File: config.mk
export PLATFORM = sky130hd
export DESIGN_NAME = r24bb_rx_top
export DESIGN_NICKNAME = d
export VERILOG_FILES = /design/src/rtl/adc_pkg.sv /design/src/rtl/stream_pkg.sv /design/src/rtl/chan_decimator.sv /design/src/rtl/frame_packer.sv /design/src/rtl/r24bb_rx_top.sv
export SDC_FILE = /design/constraint.sdc
export NUM_CORES = 1
export LEC_CHECK = 0
export ABC_CLOCK_PERIOD_IN_PS = 2800
export BUFFER_PORTS_ARGS = -buffer_cell sky130_fd_sc_hd__buf_2
export CAP_MARGIN = 20
export CELL_PAD_IN_SITES_DETAIL_PLACEMENT = 0
export CELL_PAD_IN_SITES_GLOBAL_PLACEMENT = 1
export CORE_ASPECT_RATIO = 1.1
export CORE_MARGIN = 10
export CORE_UTILIZATION = 51
export CTS_BUF_LIST = sky130_fd_sc_hd__clkbuf_2
export DETAILED_ROUTE_END_ITERATION = 10
export GPL_ROUTABILITY_DRIVEN = 0
export PLACE_DENSITY_LB_ADDON = 0.1
export SLEW_MARGIN = 30
export SYNTH_ARGS = -nofsm -noshare
export SYNTH_HDL_FRONTEND = slang
export SYNTH_SLANG_ARGS = --single-unit
File: constraint.sdc
create_clock -name clk -period 2.8 [get_ports clk]
set_clock_uncertainty 0.15 [all_clocks]
set_input_delay 0 -clock clk [delete_from_list [all_inputs] [get_ports clk]]
set_output_delay 0 -clock clk [all_outputs]
set_load 0.03 [all_outputs]
File: src/rtl/adc_pkg.sv
// Dual 8-bit converter with channels A and B
// Output coding is offset binary
//   8'h00 -> negative full scale
//   8'h80 -> mid scale
//   8'hFF -> positive full scale
// The DORA / DORB pins raise the overrange flag per channel

package adc_pkg;

    // Converter resolution
    localparam int unsigned ADC_BITS = 8;

    ////////////////////////////////////////
    // One channel, one conversion
    ////////////////////////////////////////

    typedef struct packed {
        logic [ADC_BITS-1:0] data;  // Offset binary code
        logic                ovr;   // Overrange, from DORx pin
    } adc_sample_t;

    ////////////////////////////////////////
    // Both channels, same sample clock
    ////////////////////////////////////////

    // A and B are converted on the same clk edge,
    // so they travel as one pair with one strobe
    typedef struct packed {
        adc_sample_t a;  // Channel A (DOA / DORA)
        adc_sample_t b;  // Channel B (DOB / DORB)
    } adc_pair_t;

endpackage

File: src/rtl/stream_pkg.sv
// Everything downstream of the decimators lives here
// Output words match the FT601 32-bit data bus

package stream_pkg;

    // Signed window sum width
    // 64 samples of -128..127 give -8192..8128 and fit 15 bits
    localparam int unsigned RESULT_SUM_BITS = 15;

    ////////////////////////////////////////
    // Per-channel decimator result
    ////////////////////////////////////////

    // Exactly 16 bits for one half of a data word
    typedef struct packed {
        logic                               ovr;  // Sticky over the window
        logic signed [RESULT_SUM_BITS-1:0]  sum;  // Two's complement sum
    } chan_result_t;

    ////////////////////////////////////////
    // USB side
    ////////////////////////////////////////

    // One FT601 bus beat
    typedef logic [31:0] usb_word_t;

    // Upper half of a header word
    // Lower half carries the 16-bit frame number
    localparam logic [15:0] FRAME_MAGIC = 16'hA5C3;

    // Data word layout from the MSB down
    //   [31]    A ovr
    //   [30:16] A sum
    //   [15]    B ovr
    //   [14:0]  B sum

    ////////////////////////////////////////
    // Packer FSM
    ////////////////////////////////////////

    typedef enum logic [1:0] {
        PK_IDLE   = 2'd0,  // Waiting for run
        PK_STREAM = 2'd1,  // Results go straight out
        PK_HEADER = 2'd2   // Header sent and data word next
    } pk_state_e;

endpackage

File: src/rtl/chan_decimator.sv
`timescale 1ns/1ps

// One ADC channel into a decimated, signed sum
//
// Window is 2^DECIM_LOG2 accepted sample strobes.
// result_valid comes one cycle after the edge that
// takes the last sample of the window.

module chan_decimator #(
    parameter int unsigned DECIM_LOG2 = 2  // Window length log2, 1..6
) (
    input  logic                      clk,
    input  logic                      arst_n,
    input  logic                      run,           // Low holds everything cleared
    input  adc_pkg::adc_sample_t      sample,
    input  logic                      sample_valid,  // Single-cycle strobe
    output stream_pkg::chan_result_t  result,
    output logic                      result_valid   // Single-cycle strobe
);

    import adc_pkg::*;
    import stream_pkg::*;

    ////////////////////////////////////////
    // Sample conversion
    ////////////////////////////////////////

    logic signed [ADC_BITS-1:0]         sample_tc;   // Two's complement code
    logic signed [RESULT_SUM_BITS-1:0]  sample_ext;  // Sign-extended to sum width

    // Offset binary to two's complement is just the MSB flipped
    assign sample_tc  = {~sample.data[ADC_BITS-1], sample.data[ADC_BITS-2:0]};
    assign sample_ext = RESULT_SUM_BITS'(sample_tc);  // Signed cast, sign-extends

    ////////////////////////////////////////
    // Window control
    ////////////////////////////////////////

    logic [DECIM_LOG2-1:0]              cnt;       // Samples taken in this window
    logic signed [RESULT_SUM_BITS-1:0]  acc;       // Running sum, excludes current
    logic                               ovr_acc;   // Sticky ovr so far
    logic                               accept;    // Sample counted this cycle
    logic                               last;      // Final sample of window
    logic signed [RESULT_SUM_BITS-1:0]  sum_next;  // Sum including this sample

    assign accept   = run & sample_valid;
    assign last     = &cnt;                 // cnt == 2^DECIM_LOG2 - 1
    assign sum_next = acc + sample_ext;

    always_ff @(posedge clk or negedge arst_n) begin
        if (!arst_n) begin
            cnt          <= '0;
            acc          <= '0;
            ovr_acc      <= 1'b0;
            result_valid <= 1'b0;
        end else begin
            result_valid <= 1'b0;  // Strobe by default

            if (!run) begin
                // Stopped, drop any partial window
                cnt     <= '0;
                acc     <= '0;
                ovr_acc <= 1'b0;
            end else if (accept) begin
                cnt <= cnt + 1'b1;  // Wraps to 0 after last

                if (last) begin
                    // Window done, start fresh on next strobe
                    acc          <= '0;
                    ovr_acc      <= 1'b0;
                    result_valid <= 1'b1;
                end else begin
                    acc     <= sum_next;
                    ovr_acc <= ovr_acc | sample.ovr;
                end
            end
        end
    end

    ////////////////////////////////////////
    // Result register
    ////////////////////////////////////////

    // Loaded only on the closing sample, held until next window
    always_ff @(posedge clk) begin
        if (accept && last) begin
            result.sum <= sum_next;
            result.ovr <= ovr_acc | sample.ovr;  // Include closing sample's flag
        end
    end

endmodule

File: src/rtl/frame_packer.sv
`timescale 1ns/1ps

// Joins the A and B results into FT601 words
//
// A header word goes ahead of every FRAME_LEN data words.
// Data words leave one cycle after result_valid, or two
// when a header has to be squeezed in first.

module frame_packer #(
    parameter int unsigned FRAME_LEN = 8  // Data words per frame, 2..65535
) (
    input  logic                      clk,
    input  logic                      arst_n,
    input  logic                      run,
    input  stream_pkg::chan_result_t  result_a,
    input  stream_pkg::chan_result_t  result_b,
    input  logic                      result_valid,  // From channel A decimator
    output stream_pkg::usb_word_t     word,
    output logic                      word_valid     // No back-pressure
);

    import stream_pkg::*;

    localparam int unsigned     CNT_W    = $clog2(FRAME_LEN);
    localparam logic [CNT_W-1:0] LAST_CNT = CNT_W'(FRAME_LEN - 1);

    ////////////////////////////////////////
    // State and counters
    ////////////////////////////////////////

    pk_state_e         state;
    logic [CNT_W-1:0]  word_cnt;   // Data words sent in current frame
    logic [15:0]       frame_num;  // Wraps at 16 bits
    chan_result_t      hold_a;     // Pair parked during header beat
    chan_result_t      hold_b;

    logic header_due;  // Next data word opens a frame
    logic frame_last;  // Next data word closes a frame
    logic hdr_out;     // Header word this edge
    logic data_out;    // Data word this edge
    logic use_hold;    // Data comes from parked pair

    assign header_due = (word_cnt == '0);
    assign frame_last = (word_cnt == LAST_CNT);

    // Half of a data word, ovr on top of the sum
    function automatic logic [15:0] to_half(input chan_result_t r);
        return {r.ovr, r.sum};
    endfunction

    ////////////////////////////////////////
    // Beat decode
    ////////////////////////////////////////

    always_comb begin
        hdr_out  = 1'b0;
        data_out = 1'b0;
        use_hold = 1'b0;

        if (run) begin
            case (state)
                PK_STREAM: begin
                    if (result_valid) begin
                        hdr_out  = header_due;
                        data_out = !header_due;
                    end
                end
                PK_HEADER: begin
                    data_out = 1'b1;  // Held pair, no new result possible here
                    use_hold = 1'b1;
                end
                default: ;  // Idle sends nothing
            endcase
        end
    end

    ////////////////////////////////////////
    // FSM and counters
    ////////////////////////////////////////

    always_ff @(posedge clk or negedge arst_n) begin
        if (!arst_n) begin
            state      <= PK_IDLE;
            word_cnt   <= '0;
            frame_num  <= '0;
            word_valid <= 1'b0;
        end else begin
            word_valid <= hdr_out | data_out;

            // Next state
            if (!run) begin
                state <= PK_IDLE;
            end else begin
                case (state)
                    PK_IDLE:   state <= PK_STREAM;
                    PK_STREAM: state <= hdr_out ? PK_HEADER : PK_STREAM;
                    PK_HEADER: state <= PK_STREAM;
                    default:   state <= PK_IDLE;
                endcase
            end

            // Frame bookkeeping
            if (state == PK_IDLE) begin
                word_cnt  <= '0;  // Fresh start on rising run
                frame_num <= '0;
            end else if (data_out) begin
                if (frame_last) begin
                    word_cnt  <= '0;
                    frame_num <= frame_num + 1'b1;
                end else begin
                    word_cnt <= word_cnt + 1'b1;
                end
            end
        end
    end

    ////////////////////////////////////////
    // Output word
    ////////////////////////////////////////

    always_ff @(posedge clk) begin
        if (hdr_out) begin
            word   <= {FRAME_MAGIC, frame_num};
            hold_a <= result_a;  // Sent on the following beat
            hold_b <= result_b;
        end else if (data_out) begin
            if (use_hold) begin
                word <= {to_half(hold_a), to_half(hold_b)};
            end else begin
                word <= {to_half(result_a), to_half(result_b)};
            end
        end
    end

endmodule

File: src/rtl/r24bb_rx_top.sv
`timescale 1ns/1ps

// r24bb receive path
// MAX19506 pair -> two decimators -> frame packer -> FT601 word stream

module r24bb_rx_top #(
    parameter int unsigned DECIM_LOG2 = 2,  // Window of 4 samples
    parameter int unsigned FRAME_LEN  = 8   // Data words per header
) (
    input  logic                   clk,
    input  logic                   arst_n,
    input  logic                   run,           // Start / stop streaming
    input  adc_pkg::adc_pair_t     sample,        // A and B together
    input  logic                   sample_valid,
    output stream_pkg::usb_word_t  word,          // FT601 data bus word
    output logic                   word_valid
);

    import stream_pkg::*;

    ////////////////////////////////////////
    // Decimators, one per channel
    ////////////////////////////////////////

    chan_result_t  result_a;
    chan_result_t  result_b;
    logic          result_valid;  // Channel A strobe, B is identical

    chan_decimator #(
        .DECIM_LOG2   (DECIM_LOG2)
    ) u_dec_a (
        .clk          (clk),
        .arst_n       (arst_n),
        .run          (run),
        .sample       (sample.a),
        .sample_valid (sample_valid),
        .result       (result_a),
        .result_valid (result_valid)
    );

    // Same strobes in, so its valid pulse matches A and is left open
    chan_decimator #(
        .DECIM_LOG2   (DECIM_LOG2)
    ) u_dec_b (
        .clk          (clk),
        .arst_n       (arst_n),
        .run          (run),
        .sample       (sample.b),
        .sample_valid (sample_valid),
        .result       (result_b),
        .result_valid ()
    );

    ////////////////////////////////////////
    // Packer
    ////////////////////////////////////////

    frame_packer #(
        .FRAME_LEN    (FRAME_LEN)
    ) u_packer (
        .clk          (clk),
        .arst_n       (arst_n),
        .run          (run),
        .result_a     (result_a),
        .result_b     (result_b),
        .result_valid (result_valid),
        .word         (word),
        .word_valid   (word_valid)
    );

endmodule

After elaboration in Yosys (flattened, before gate mapping). Index checks and enable logic that the tools add are counted.

$add $sub $neg: 6. Equal/unequal tests: 4. Muxes and demuxes: 39. Bitwise logic cells: 6. Reduce and logical (&&, ||, !) cells: 12.

Operators by type and width (number): $mux W15 (6); $mux W16 (5); $mux W32 (1); $add A15 B8 Y15 (2); $add A16 B1 Y16 const B (1); $mux W1 (16); $mux W2 (6); $mux W3 (3); $reduce_and A2 Y1 (3); $reduce_bool A2 Y1 (3); $add A2 B1 Y2 const B (2); $pmux W2 S2 (1); $add A3 B1 Y3 const B (1); $eq A3 B3 Y1 const B (1); $logic_not A3 Y1 (1); $or A1 B1 Y1 (3); $eq A2 B1 Y1 const B (1); $eq A2 B2 Y1 const B (1); $logic_and A1 B1 Y1 (2); $logic_not A2 Y1 (1); $ne A2 B1 Y1 const B (1); $not A1 Y1 (2); $pmux W1 S2 (1); $reduce_or A2 Y1 (1); 2 further kinds (2).

Register bits after elaboration: 155. Input port bits: 22. Word-level logic and storage cells: 88.

Longest topological paths before layout. Gate-level depths: netlist of run 1.

Depth after elaboration: 7. Gate-level depth with buffers: 10.

Cells and area by module. A second synthesis of run 1 with hierarchy kept.

Cells, all modules: 625. Area total of the unflattened synthesis: 7492.2 sq um.

By module, submodules not included: frame_packer (times used 1, cells each 309, area an instance 3741.1 sq um, seq. area each 2312.2 sq um); chan_decimator at u_dec_b (times used 1, cells each 159, area an instance 1876.8 sq um, seq. area each 955.9 sq um); chan_decimator at u_dec_a (times used 1, cells each 157, area an instance 1874.3 sq um, seq. area each 955.9 sq um).

Least setup slack after synthesis of run 1. No wires, ideal clock.

Path type: reg-to-reg. Start: register u_packer.word_cnt[0]. End: register u_packer.hold_a[0] (netlist name) (enable). Setup time: 0.409 ns. Arrival: 2.062 ns. Data required time: 2.241 ns. Slack: 0.179 ns. Cell stages (with the launch flop): 7. Path buffers: 1. Cell sequence: dfrtp_1 inv_1 ha_1 nor2b_1 nand4_1 inv_1 clkbuf_1.

Cells in the longest elaborated chain, start to end: 4.

Ends and longest elaborated chain: start, declared (RTL line frame_packer.sv:32) `logic [CNT_W-1:0] word_cnt;`; start signal, assigned (RTL line frame_packer.sv:111) `word_cnt <= word_cnt + 1'b1;`; $logic_not A3 Y1 (RTL line frame_packer.sv:43) `assign header_due = (word_cnt == '0);`; $mux W1 (RTL line frame_packer.sv:63) `if (result_valid) begin`; $mux W1 (RTL line frame_packer.sv:61) `case (state)`; $mux W1 (RTL line frame_packer.sv:60) `if (run) begin`; via u_packer.hdr_out (RTL line frame_packer.sv:39) `logic hdr_out;`; end signal, assigned (RTL line frame_packer.sv:124) `hold_a <= result_a;`; end, declared (RTL line frame_packer.sv:34) `chan_result_t hold_a;`.

The timed path passes the listed nets, and every way through them passes these cells. A chain may end at the register's enable or synchronous reset.

Worst setup path after layout of run 1.
Start: input sample[1] (netlist name). End: register u_dec_b.acc[6].

Cells in the longest elaborated chain, start to end: 4.

Ends and longest elaborated chain: start, declared (RTL line r24bb_rx_top.sv:13) `input adc_pkg::adc_pair_t sample,`; $add A15 B8 Y15 (RTL line chan_decimator.sv:48) `assign sum_next = acc + sample_ext;`; via u_dec_b.sum_next[6] (RTL line chan_decimator.sv:44) `logic signed [RESULT_SUM_BITS-1:0] sum_next;`; $mux W15 (RTL line chan_decimator.sv:67) `if (last) begin`; $mux W15 (RTL line chan_decimator.sv:64) `end else if (accept) begin`; $mux W15 (RTL line chan_decimator.sv:59) `if (!run) begin`; end signal, assigned (RTL line chan_decimator.sv:73) `acc <= sum_next;`; end, declared (RTL line chan_decimator.sv:40) `logic signed [RESULT_SUM_BITS-1:0] acc;`.

The timed path passes the listed nets, and every way through them passes these cells. The select of a mux whose other input is x is not followed.

==> results.json, run 1 <==
{
  "tightestPinTransition_ns": 0.813,
  "leakage_nw": 3.76,
  "grt_max_degree": 60,
  "std_cell_rows": 45,
  "synth-warning-count": 0,
  "clk_transition_reported_paths_ns": 0.22,
  "power-per-cell-area_nw_per_um2": 601,
  "cp_dominant_cell_by_count": "dlygate4sd3_1",
  "peakVddDrop_v": 0.000314,
  "numClockSinks": 155,
  "cts_tree": "built",
  "ys_ff_latch": 155,
  "grt_first_pass_wirelength_um": 25100,
  "vias_per_cell": 5.42,
  "io-pin-count": 55,
  "post_synth_instance_area_sq_um": 7260,
  "post_synth_num_cell_types": 48,
  "drive_above_1_share_pct": 15.6,
  "postSynthCellCount": 602,
  "crit_chain": "dlygate4sd3_1, buf_2, dlygate4sd3_1, ha_1, fa_2, a21o_1, a221oi_4, dlygate4sd3_1, xnor2_1, a22o_1",
  "syn-num-nets": 664,
  "relSlewSlack_pct": 45.8,
  "number_of_enable_flip_flop_cells_after_synthesis": 80,
  "fmaxAchievable_mhz": 362,
  "synthArstFlopShare_pct": 38.1,
  "detailedRoute.firstPassIterationCount": 5,
  "layout.nets": 761,
  "netSwitchingPower_mw": 1.39,
  "antenna_violating_nets_post_route": 0,
  "synth.avg_cell_area_sq_um": 12.1,
  "die_area_sq_um": 19400,
  "power_frac_comb_pct": 18.0,
  "report.final.setup_viol": 0,
  "global_route.usage.total_pct": 15.8,
  "arrival_ns": 3.25,
  "io_buffers": 54,
  "rsz0062_at_grt": "false",
  "first_global_vias": 4886,
  "synth.top_cells.by_area": "edfxtp_1, dfrtp_1, ha_1",
  "worst-path-max-fanout": 3,
  "setup_slack_ns": 0.0344,
  "synth_top_area_cell": "edfxtp_1",
  "n_antenna_cell": 0,
  "finalSetupTns_ns": 0,
  "routed_wl_um": 14800,
  "power.share.switching_pct": 27.4,
  "wl_per_cell_um": 16.4,
  "ys_seq_area_share_pct": 57.9,
  "final-hold-violation-count": 0,
  "die_h_um": 145,
  "yosys_most_used_dff": "edfxtp_1",
  "die_width_um": 134,
  "placeableCoreArea_sq_um": 13900,
  "initial_utilization_pct": 52.4,
  "power.share.clock_pct": 31.3,
  "cp-start-kind": "input pin",
  "critPathCaptureType": "flop",
  "synth.top_cell.area_share_pct": 33.1,
  "worstSkewPairLatency_ns": 0.72,
  "clock_tree.htree_level_count": 4,
  "period_needed_ns": 2.77,
  "antenna_violations_before_repair": 0,
  "maxCapViolCount": 0,
  "route.vias.total": 4878,
  "globalRoute.totalOverflow": 0,
  "worst-setup-path-type": "in2reg",
  "status": "finished, final reports clean",
  "seqPwrFrac_pct": 50.7,
  "cts_buffer_depth": 2,
  "numCtsBuffers": 17,
  "cpMaxStageDelayCell": "dlygate4sd3_1",
  "synthToLayoutAreaGrowth_pct": 16.7,
  "detail_route.iter0.violations": 428,
  "drv_slew": 0,
  "root_buffer": "clkbuf_2",
  "cellInternalPower_mw": 3.70,
  "critical_path.max_stage_delay_ns": 0.60,
  "worst_hold_check_path_type": "in2reg",
  "cp_data_required_time_ns": 3.29,
  "detailedPlace.worstSlack_ns": 0.121,
  "drt_drc_violations_left": 0,
  "place.detailed.hpwl_um": 10100,
  "final_min_period_over_clock_period_pct": 98.8
}
## cells by family after synthesis
| group | share of synthesized area, % |
|---|---|
| fa+ha+maj | 7.10 |
| mux | 4.69 |
| buf+inv | 2.40 |
| simple gates | 9.31 |
| xor+xnor | 4.83 |
| compound gates | 13.8 |
| flops | 57.9 |
## worst paths after layout
check                                  startpoint                     to  slack (ns)  depth (start not counted)
worst max-delay path                    sample[1]         u_dec_b.acc[6]        0.03                         10
worst min-delay path                    sample[8]        u_dec_b.acc[14]        0.06                          5
worst max register to register     u_dec_b.acc[0]         u_dec_b.acc[6]        0.11                          7
worst min register to register  u_dec_b.result[5]     u_packer.hold_b[5]        0.32                          0
max in group asynchronous                  arst_n         u_dec_b.acc[3]        1.60                          4
min in group asynchronous                  arst_n  u_packer.frame_num[2]        0.38                          4
## sequential cells by signal, summed over array words and instances, names as in the netlist, 2 cells and up
signal              count
u_dec_a.result         16
u_dec_a.cnt             2
u_dec_b.cnt             2
u_packer.hold_a        16
u_packer.frame_num     16
u_dec_a.acc            15
u_packer.word          32
u_dec_b.result         16
u_packer.word_cnt       3
u_packer.hold_b        16
u_dec_b.acc            15
u_packer.state          2
## layout make-up
cell class              instances  area (sq um)
repair buffers                102           716
clock buffers                  18          90.1
well taps                     188           235
flip-flops and latches        155          4200
inverters                      22          82.6
fillers                      1184          5390
multi-input cells             401          2900
clock inverters                14           244
## power groups by stage
stage / clock network [mW] / registers (mW) / logic, mW
2_1_floorplan: 0 / 2.64 / 0.605
4_1_cts: 1.63 / 2.58 / 0.905
3_3_place_gp: 0 / 2.62 / 0.831
3_5_place_dp: 0 / 2.63 / 0.845
5_1_grt: 1.73 / 2.60 / 1.02
6_report: 1.59 / 2.58 / 0.916
## worst max-delay path: cells and delay by family
family | cells | cell delay, ns
fa+ha+maj | 2 | 0.58
compound gates | 3 | 0.72
xor+xnor | 1 | 0.12
buf+inv | 4 | 1.82
## cells in the mapped netlist (all sizes together), types with 3 or more instances
| cell type | instances |
|---|---|
| edfxtp | 80 |
| dfrtp | 59 |
| nand2 | 52 |
| ha | 38 |
| nor2 | 38 |
| mux2i | 34 |
| o21ai | 32 |
| a21oi | 30 |
| a22o | 28 |
| inv | 22 |
| clkbuf | 21 |
| xnor2 | 21 |
| xor2 | 19 |
| dfxtp | 16 |
| nand3 | 13 |
| a211oi | 9 |
| a21o | 9 |
| and3 | 9 |
| o211ai | 8 |
| nor2b | 7 |
| or3 | 7 |
| nand4 | 6 |
| and2 | 5 |
| o21a | 5 |
| o21bai | 5 |
| a31oi | 3 |
| buf | 3 |
| nor3 | 3 |
## layout by cell type (no fill, tap or decap), types with 3 or more instances in the layout
master,synthesis,layout
mux2i_1,34,34
inv_1,22,21
dfxtp_1,16,16
clkinv_4,0,4
nand2_1,52,51
a22o_1,28,28
buf_4,0,14
and2_1,5,5
o21bai_1,5,5
ha_1,38,38
bufinv_16,0,6
xnor2_1,21,20
and3_1,8,8
clkbuf_2,0,18
o211ai_1,8,8
xor2_1,19,19
buf_2,1,54
o21a_1,5,5
a21o_1,9,9
or3_1,7,7
dlygate4sd3_1,0,34
nand4_1,6,6
nor2b_1,7,6
nand3_1,13,13
a31oi_1,3,3
o21ai_0,31,31
a211oi_1,9,9
nor2_1,38,38
dfrtp_1,59,59
edfxtp_1,80,80
a21oi_1,30,30
## per-layer routing
| layer | global-route usage, % | wire length (um) | share of wire [%] |
|---|---|---|---|
| met5 | 0 | 0 | 0 |
| met4 | 5.28 | 234 | 1.6 |
| met3 | 4.10 | 553 | 3.7 |
| met2 | 23.3 | 6670 | 45 |
| met1 | 22.1 | 7340 | 50 |
## timing repair
action,CTS,global route
hold buffers,34,0
hold endpoints to repair,236,0
gates resized for setup,0,3
setup endpoints to repair,0,4
setup buffers,0,1
## through the flow
| stage | hold slack (ns) | util, % | std cells | power [mW] | area [sq um] |
|---|---|---|---|---|---|
| CTS | 0.0128 | 61.0 | 899 | 5.12 | 8450 |
| detailed placement | 0.0918 | 56.1 | 833 | 3.47 | 7770 |
| floorplan | -0.446 | - | 602 | 3.24 | 7260 |
| global route | 0.0126 | 61.1 | 900 | 5.35 | 8470 |
| global placement | 0.0819 | 56.1 | 833 | 3.45 | 7770 |
| finish | 0.0606 | 61.1 | 900 | 5.09 | 8470 |
No activity file was read; power rests on OpenSTA's default activity.
==> run 2: changes to the inputs <==
CORE_UTILIZATION = 49   (was 51)
CTS_BUF_LIST = not set   (was sky130_fd_sc_hd__clkbuf_2)
==> run 2 against run 1 <==
Net effect: total power is 13% higher; worst setup slack gained 0.12 ns; design area grew 1.1%; routed wire length fell by 3.0%; global-route usage shrank 1.0 points; non-clock buffer count is 20 lower; combinational power shrank 3.6%; fmax up 4.4%; sequential share of layout area is 0.55 points lower; sequential power barely moved; largest power group unchanged.
==> results.json, run 2 (same netlist as run 1, synthesis figures left out) <==
{
  "status": "finished, final reports clean",
  "startpoint_of_the_worst_hold_path": "sample[14]",
  "final_common_cell": "edfxtp_1",
  "report.final.setup_viol": 0,
  "largest_reg_flops": 32,
  "mostFrequentLayoutCells": "edfxtp_1, dfrtp_1, buf_2",
  "vias_per_cell": 5.37,
  "grt_max_degree": 60,
  "tightestPinTransition_ns": 0.813,
  "crit-reg2reg-capture": "u_dec_b.acc[14]",
  "worst_r2r_setup_slack_ns": 0.15,
  "die_width_um": 136,
  "die_area_sq_um": 20100,
  "antenna_violating_nets_post_route": 0,
  "detailedRoute.firstPassIterationCount": 5,
  "arrival_ns": 2.85,
  "period_needed_ns": 2.65,
  "final-hold-violation-count": 0,
  "hold-worst-slack_ns": 0.0515,
  "die_h_um": 148,
  "routed_wl_um": 14300,
  "multi_input_gate_area_in_the_final_layout_sq_um": 2910,
  "wl_per_cell_um": 16.2,
  "worst_hold_check_path_type": "in2reg",
  "clock_tree.htree_level_count": 4,
  "worst-path-max-fanout": 3,
  "maxCapViolCount": 0,
  "drv_slew": 0,
  "num-fill-cells": 1216,
  "numCtsBuffers": 17,
  "ff_latch_area_sq_um": 4200,
  "layout.nets": 741,
  "global_route.usage.total_pct": 14.8,
  "detail_route.iter0.violations": 277,
  "numClockSinks": 155,
  "leakage_nw": 3.78,
  "n_antenna_cell": 0,
  "drt_drc_violations_left": 0,
  "antenna_violations_before_repair": 0,
  "clk_transition_reported_paths_ns": 0.06,
  "min_path_cells": 3,
  "cts_buffer_depth": 2,
  "hold_end": "u_dec_a.result[4]",
  "grt_first_pass_wirelength_um": 23900,
  "rsz0062_at_grt": "false",
  "place.detailed.hpwl_um": 10200,
  "synthToLayoutAreaGrowth_pct": 18.0,
  "final_core_util_pct": 59.3,
  "initial_utilization_pct": 50.2,
  "worstReg2RegStart": "u_dec_b.acc[0]",
  "worstSkewPairLatency_ns": 0.42,
  "first_global_vias": 4697,
  "worst-setup-path-type": "reg2reg",
  "io-pin-count": 55,
  "setup_slack_ns": 0.150,
  "relSlewSlack_pct": 45.8,
  "drive_above_1_share_pct": 16.2,
  "globalRoute.totalOverflow": 0,
  "cts_tree": "built",
  "power-per-cell-area_nw_per_um2": 673,
  "final_min_period_over_clock_period_pct": 94.6,
  "r2r.worst_path.cells": 9,
  "route.vias.total": 4743,
  "detailedPlace.worstSlack_ns": 0.113,
  "peakVddDrop_v": 0.000403,
  "cp_data_required_time_ns": 3.00,
  "largest_register": "u_packer.word",
  "placeableCoreArea_sq_um": 14400,
  "critPathCaptureType": "flop",
  "io_buffers": 54,
  "fmaxAchievable_mhz": 377,
  "finalSetupTns_ns": 0,
  "std_cell_rows": 46,
  "root_buffer": "clkbuf_16",
  "cp-start-kind": "flop"
}
[run 2: worst max-delay path by stage]
stage	startpoint	slack (ns)	end	depth (start not counted)
2_1_floorplan	u_packer.word_cnt[0]	0.18	u_packer.hold_a[0]	6
3_3_place_gp	u_dec_b.acc[0]	0.17	u_dec_b.acc[14]	9
3_5_place_dp	u_dec_b.acc[0]	0.11	u_dec_b.acc[14]	9
4_1_cts	sample[17]	0.05	u_dec_a.acc[13]	11
5_1_grt	u_dec_b.acc[0]	0.02	u_dec_b.acc[14]	9
6_report	u_dec_b.acc[0]	0.15	u_dec_b.acc[14]	9
[run 2: critical path, cell delays in order (launching register included)]
cell	delay (ns)
dfrtp_1	0.39
ha_1	0.22
fa_2	0.36
a21o_1	0.20
a221oi_4	0.32
nor3_2	0.09
o221ai_2	0.20
xnor2_2	0.11
or4_1	0.47
nand3_1	0.09
[run 2: power by group]
part	total (mW)	leakage (nW)	internal, mW	switching, mW
logic	0.883	1.84	0.372	0.511
registers	2.58	1.65	2.52	0.0587
clock network	2.29	0.294	1.39	0.905
[run 2: cell type report]
cell class                 instances  share of cell area, %
sequential                       155                   49.1
multi-input combinational        401                   34.0
timing repair buffer              82                   6.05
clock buffer                      22                   5.92
tap                              192                   2.81
clock inverter                    10                   1.20
inverter                          22                   1.01
[run 2: metal layers]
metal	vias up	share of wire (%)	track usage, %	wire, um
li1	2363	-	-	-
met1	2295	51	20.7	7280
met2	77	45	21.9	6470
met3	8	3.5	3.80	495
met4	0	0.68	4.64	98
met5	-	0	0	0
[run 2: metrics by stage]
step	cells	instance area, sq um	total power, mW
after floorplan	602	7260	3.24
after global placement	837	7780	3.46
after detailed placement	837	7780	3.48
after CTS	884	8540	5.81
after global routing	884	8560	6.02
final	884	8560	5.76
[run 2: what timing repair did]
item	4_1_cts	5_1_grt
gates resized for setup	0	6
hold buffers	15	0
endpoints found under the hold margin	83	0
buffers inserted	0	0
endpoints found under the setup margin	0	3
==> run 3: changes to the inputs <==
ABC_CLOCK_PERIOD_IN_PS = 3200   (was 2800)
CORE_UTILIZATION = 53   (was 49)
clock period = 3.2 ns   (was 2.8 ns; I/O delays follow)
==> run 3 against run 2 <==
Net effect: register-to-register slack better by 0.37 ns; sequential power down 12%; design area decreased by 0.28%; clock power shrank 7%; largest power group unchanged.
==> results.json, run 3 (same netlist as run 1, synthesis figures left out) <==
{
  "n_antenna_cell": 0,
  "hold-worst-slack_ns": 0.0392,
  "grt_met2_use_pct": 24.3,
  "vias_per_cell": 5.47,
  "rsz0062_at_grt": "false",
  "globalRoute.totalOverflow": 0,
  "arrival_ns": 2.85,
  "antenna_violating_nets_post_route": 0,
  "drv_slew": 0,
  "std_cell_rows": 44,
  "global_route.usage.total_pct": 16.1,
  "cp_data_required_time_ns": 3.35,
  "detailedRoute.firstPassIterationCount": 4,
  "final_min_period_over_clock_period_pct": 84.2,
  "final_common_cell": "edfxtp_1",
  "report.final.setup_viol": 0,
  "num-fill-cells": 1070,
  "route.vias.total": 4777,
  "largest_reg_flops": 32,
  "worst-path-max-fanout": 7,
  "cts_tree": "built",
  "peakVddDrop_v": 0.000357,
  "wl_per_cell_um": 16.6,
  "leakage_nw": 3.77,
  "numClockSinks": 155,
  "cpMaxStageDelayCell": "dlygate4sd3_1",
  "numCtsBuffers": 17,
  "final-hold-violation-count": 0,
  "cp-start-kind": "input pin",
  "finalSetupTns_ns": 0,
  "placeableCoreArea_sq_um": 13300,
  "io-pin-count": 55,
  "clk_transition_reported_paths_ns": 0.06,
  "synthToLayoutAreaGrowth_pct": 17.6,
  "grt_max_degree": 68,
  "grt_first_pass_wirelength_um": 24600,
  "cts_repair_resize_count": 0,
  "critical_path.max_stage_delay_ns": 0.53,
  "initial_utilization_pct": 54.5,
  "crit_chain": "dlygate4sd3_1, buf_2, inv_1, ha_1, and3_1, a221oi_1, o21ai_1, a2111oi_0, o21bai_1, xor2_1, a22o_1",
  "maxCapViolCount": 0,
  "place.detailed.hpwl_um": 10100,
  "grtUsageMet3_pct": 3.79,
  "relSlewSlack_pct": 40.7,
  "critPathCaptureType": "flop",
  "cts_buffer_depth": 2,
  "die_h_um": 143,
  "globalRouteMet1Util_pct": 22.2,
  "worst-setup-path-type": "in2reg",
  "worst_hold_check_path_type": "in2reg",
  "first_global_vias": 4859,
  "clock_tree.htree_level_count": 4,
  "mostFrequentLayoutCells": "edfxtp_1, dfrtp_1, buf_2",
  "worstSkewPairLatency_ns": 0.42,
  "gr-max-usage-layer": "met2",
  "detail_route.iter0.violations": 320,
  "routed_wl_um": 14500,
  "tightestPinTransition_ns": 0.889,
  "status": "finished, final reports clean",
  "fmaxAchievable_mhz": 371,
  "io_buffers": 54,
  "drive_above_1_share_pct": 14.4,
  "largest_register": "u_packer.word",
  "root_buffer": "clkbuf_16",
  "die_area_sq_um": 18800,
  "die_width_um": 132,
  "drt_drc_violations_left": 0,
  "power-per-cell-area_nw_per_um2": 604,
  "antenna_violations_before_repair": 0,
  "layout.nets": 738,
  "period_needed_ns": 2.70
}
run 3: cell count changes in the layout (fill, tap and decap cells not counted), sizes merged:
cell | previous run | this run
bufinv | 1 | 5
buf | 67 | 64
clkbuf | 22 | 19
clkinv | 5 | 4
run 3: final timing paths:
path	end	slack (ns)	cells past startpoint	start
min in group asynchronous	u_dec_a.acc[0]	0.12	2	arst_n
hold / removal	u_dec_a.result[4]	0.04	3	sample[14]
setup reg to reg	u_dec_b.acc[14]	0.52	9	u_dec_b.acc[0]
hold reg to reg	u_packer.hold_b[13]	0.30	0	u_dec_b.result[13]
max in group asynchronous	u_packer.frame_num[7]	1.89	3	arst_n
setup / recovery	u_dec_a.acc[13]	0.50	11	sample[17]
run 3: report_power, final:
part | leakage (nW) | internal [mW] | switching (mW)
logic | 1.83 | 0.318 | 0.443
registers | 1.65 | 2.21 | 0.0498
clock network | 0.296 | 1.38 | 0.765
run 3: area by class of cell:
class                           count  area [sq um]  area share (%)
Tap cell                          184           230            2.70
Inverter                           22          82.6           0.967
Clock inverter                     13           198            2.32
Clock buffer                       19           433            5.07
Multi-Input combinational cell    401          2890            33.8
Sequential cell                   155          4200            49.2
Timing Repair Buffer               79           508            5.95
run 3: per-stage QoR:
| step | util, % | instance area (sq um) | total power, mW | std cells | worst slack [ns] |
|---|---|---|---|---|---|
| floorplan | - | 7260 | 2.84 | 602 | 0.579 |
| global placement | 58.2 | 7760 | 3.02 | 826 | 0.576 |
| detailed placement | 58.2 | 7760 | 3.03 | 826 | 0.513 |
| CTS | 64.1 | 8540 | 5.20 | 873 | 0.503 |
| global route | 64.1 | 8540 | 5.38 | 873 | 0.220 |
| finish | 64.1 | 8540 | 5.16 | 873 | 0.505 |
run 3: repair_timing:
action,in CTS,in global routing
hold endpoints to repair,60,0
buffers inserted,0,0
hold buffers,15,0
run 3: worst max-delay path: cells and delay by family:
kind	cells	cell delay, ns
AOI/OAI and AO/OA	5	1.23
buffers and inverters	3	0.89
adders and majority gates	1	0.35
xor gates and xnor gates	1	0.17
and+or+nand+nor	1	0.21
run 3: routing by layer:
| metal | up-vias | routed length [um] |
|---|---|---|
| met3 | 18 | 575 |
| met2 | 90 | 6440 |
| li1 | 2359 | - |
| met4 | 0 | 199 |
| met5 | - | 0 |
| met1 | 2310 | 7270 |
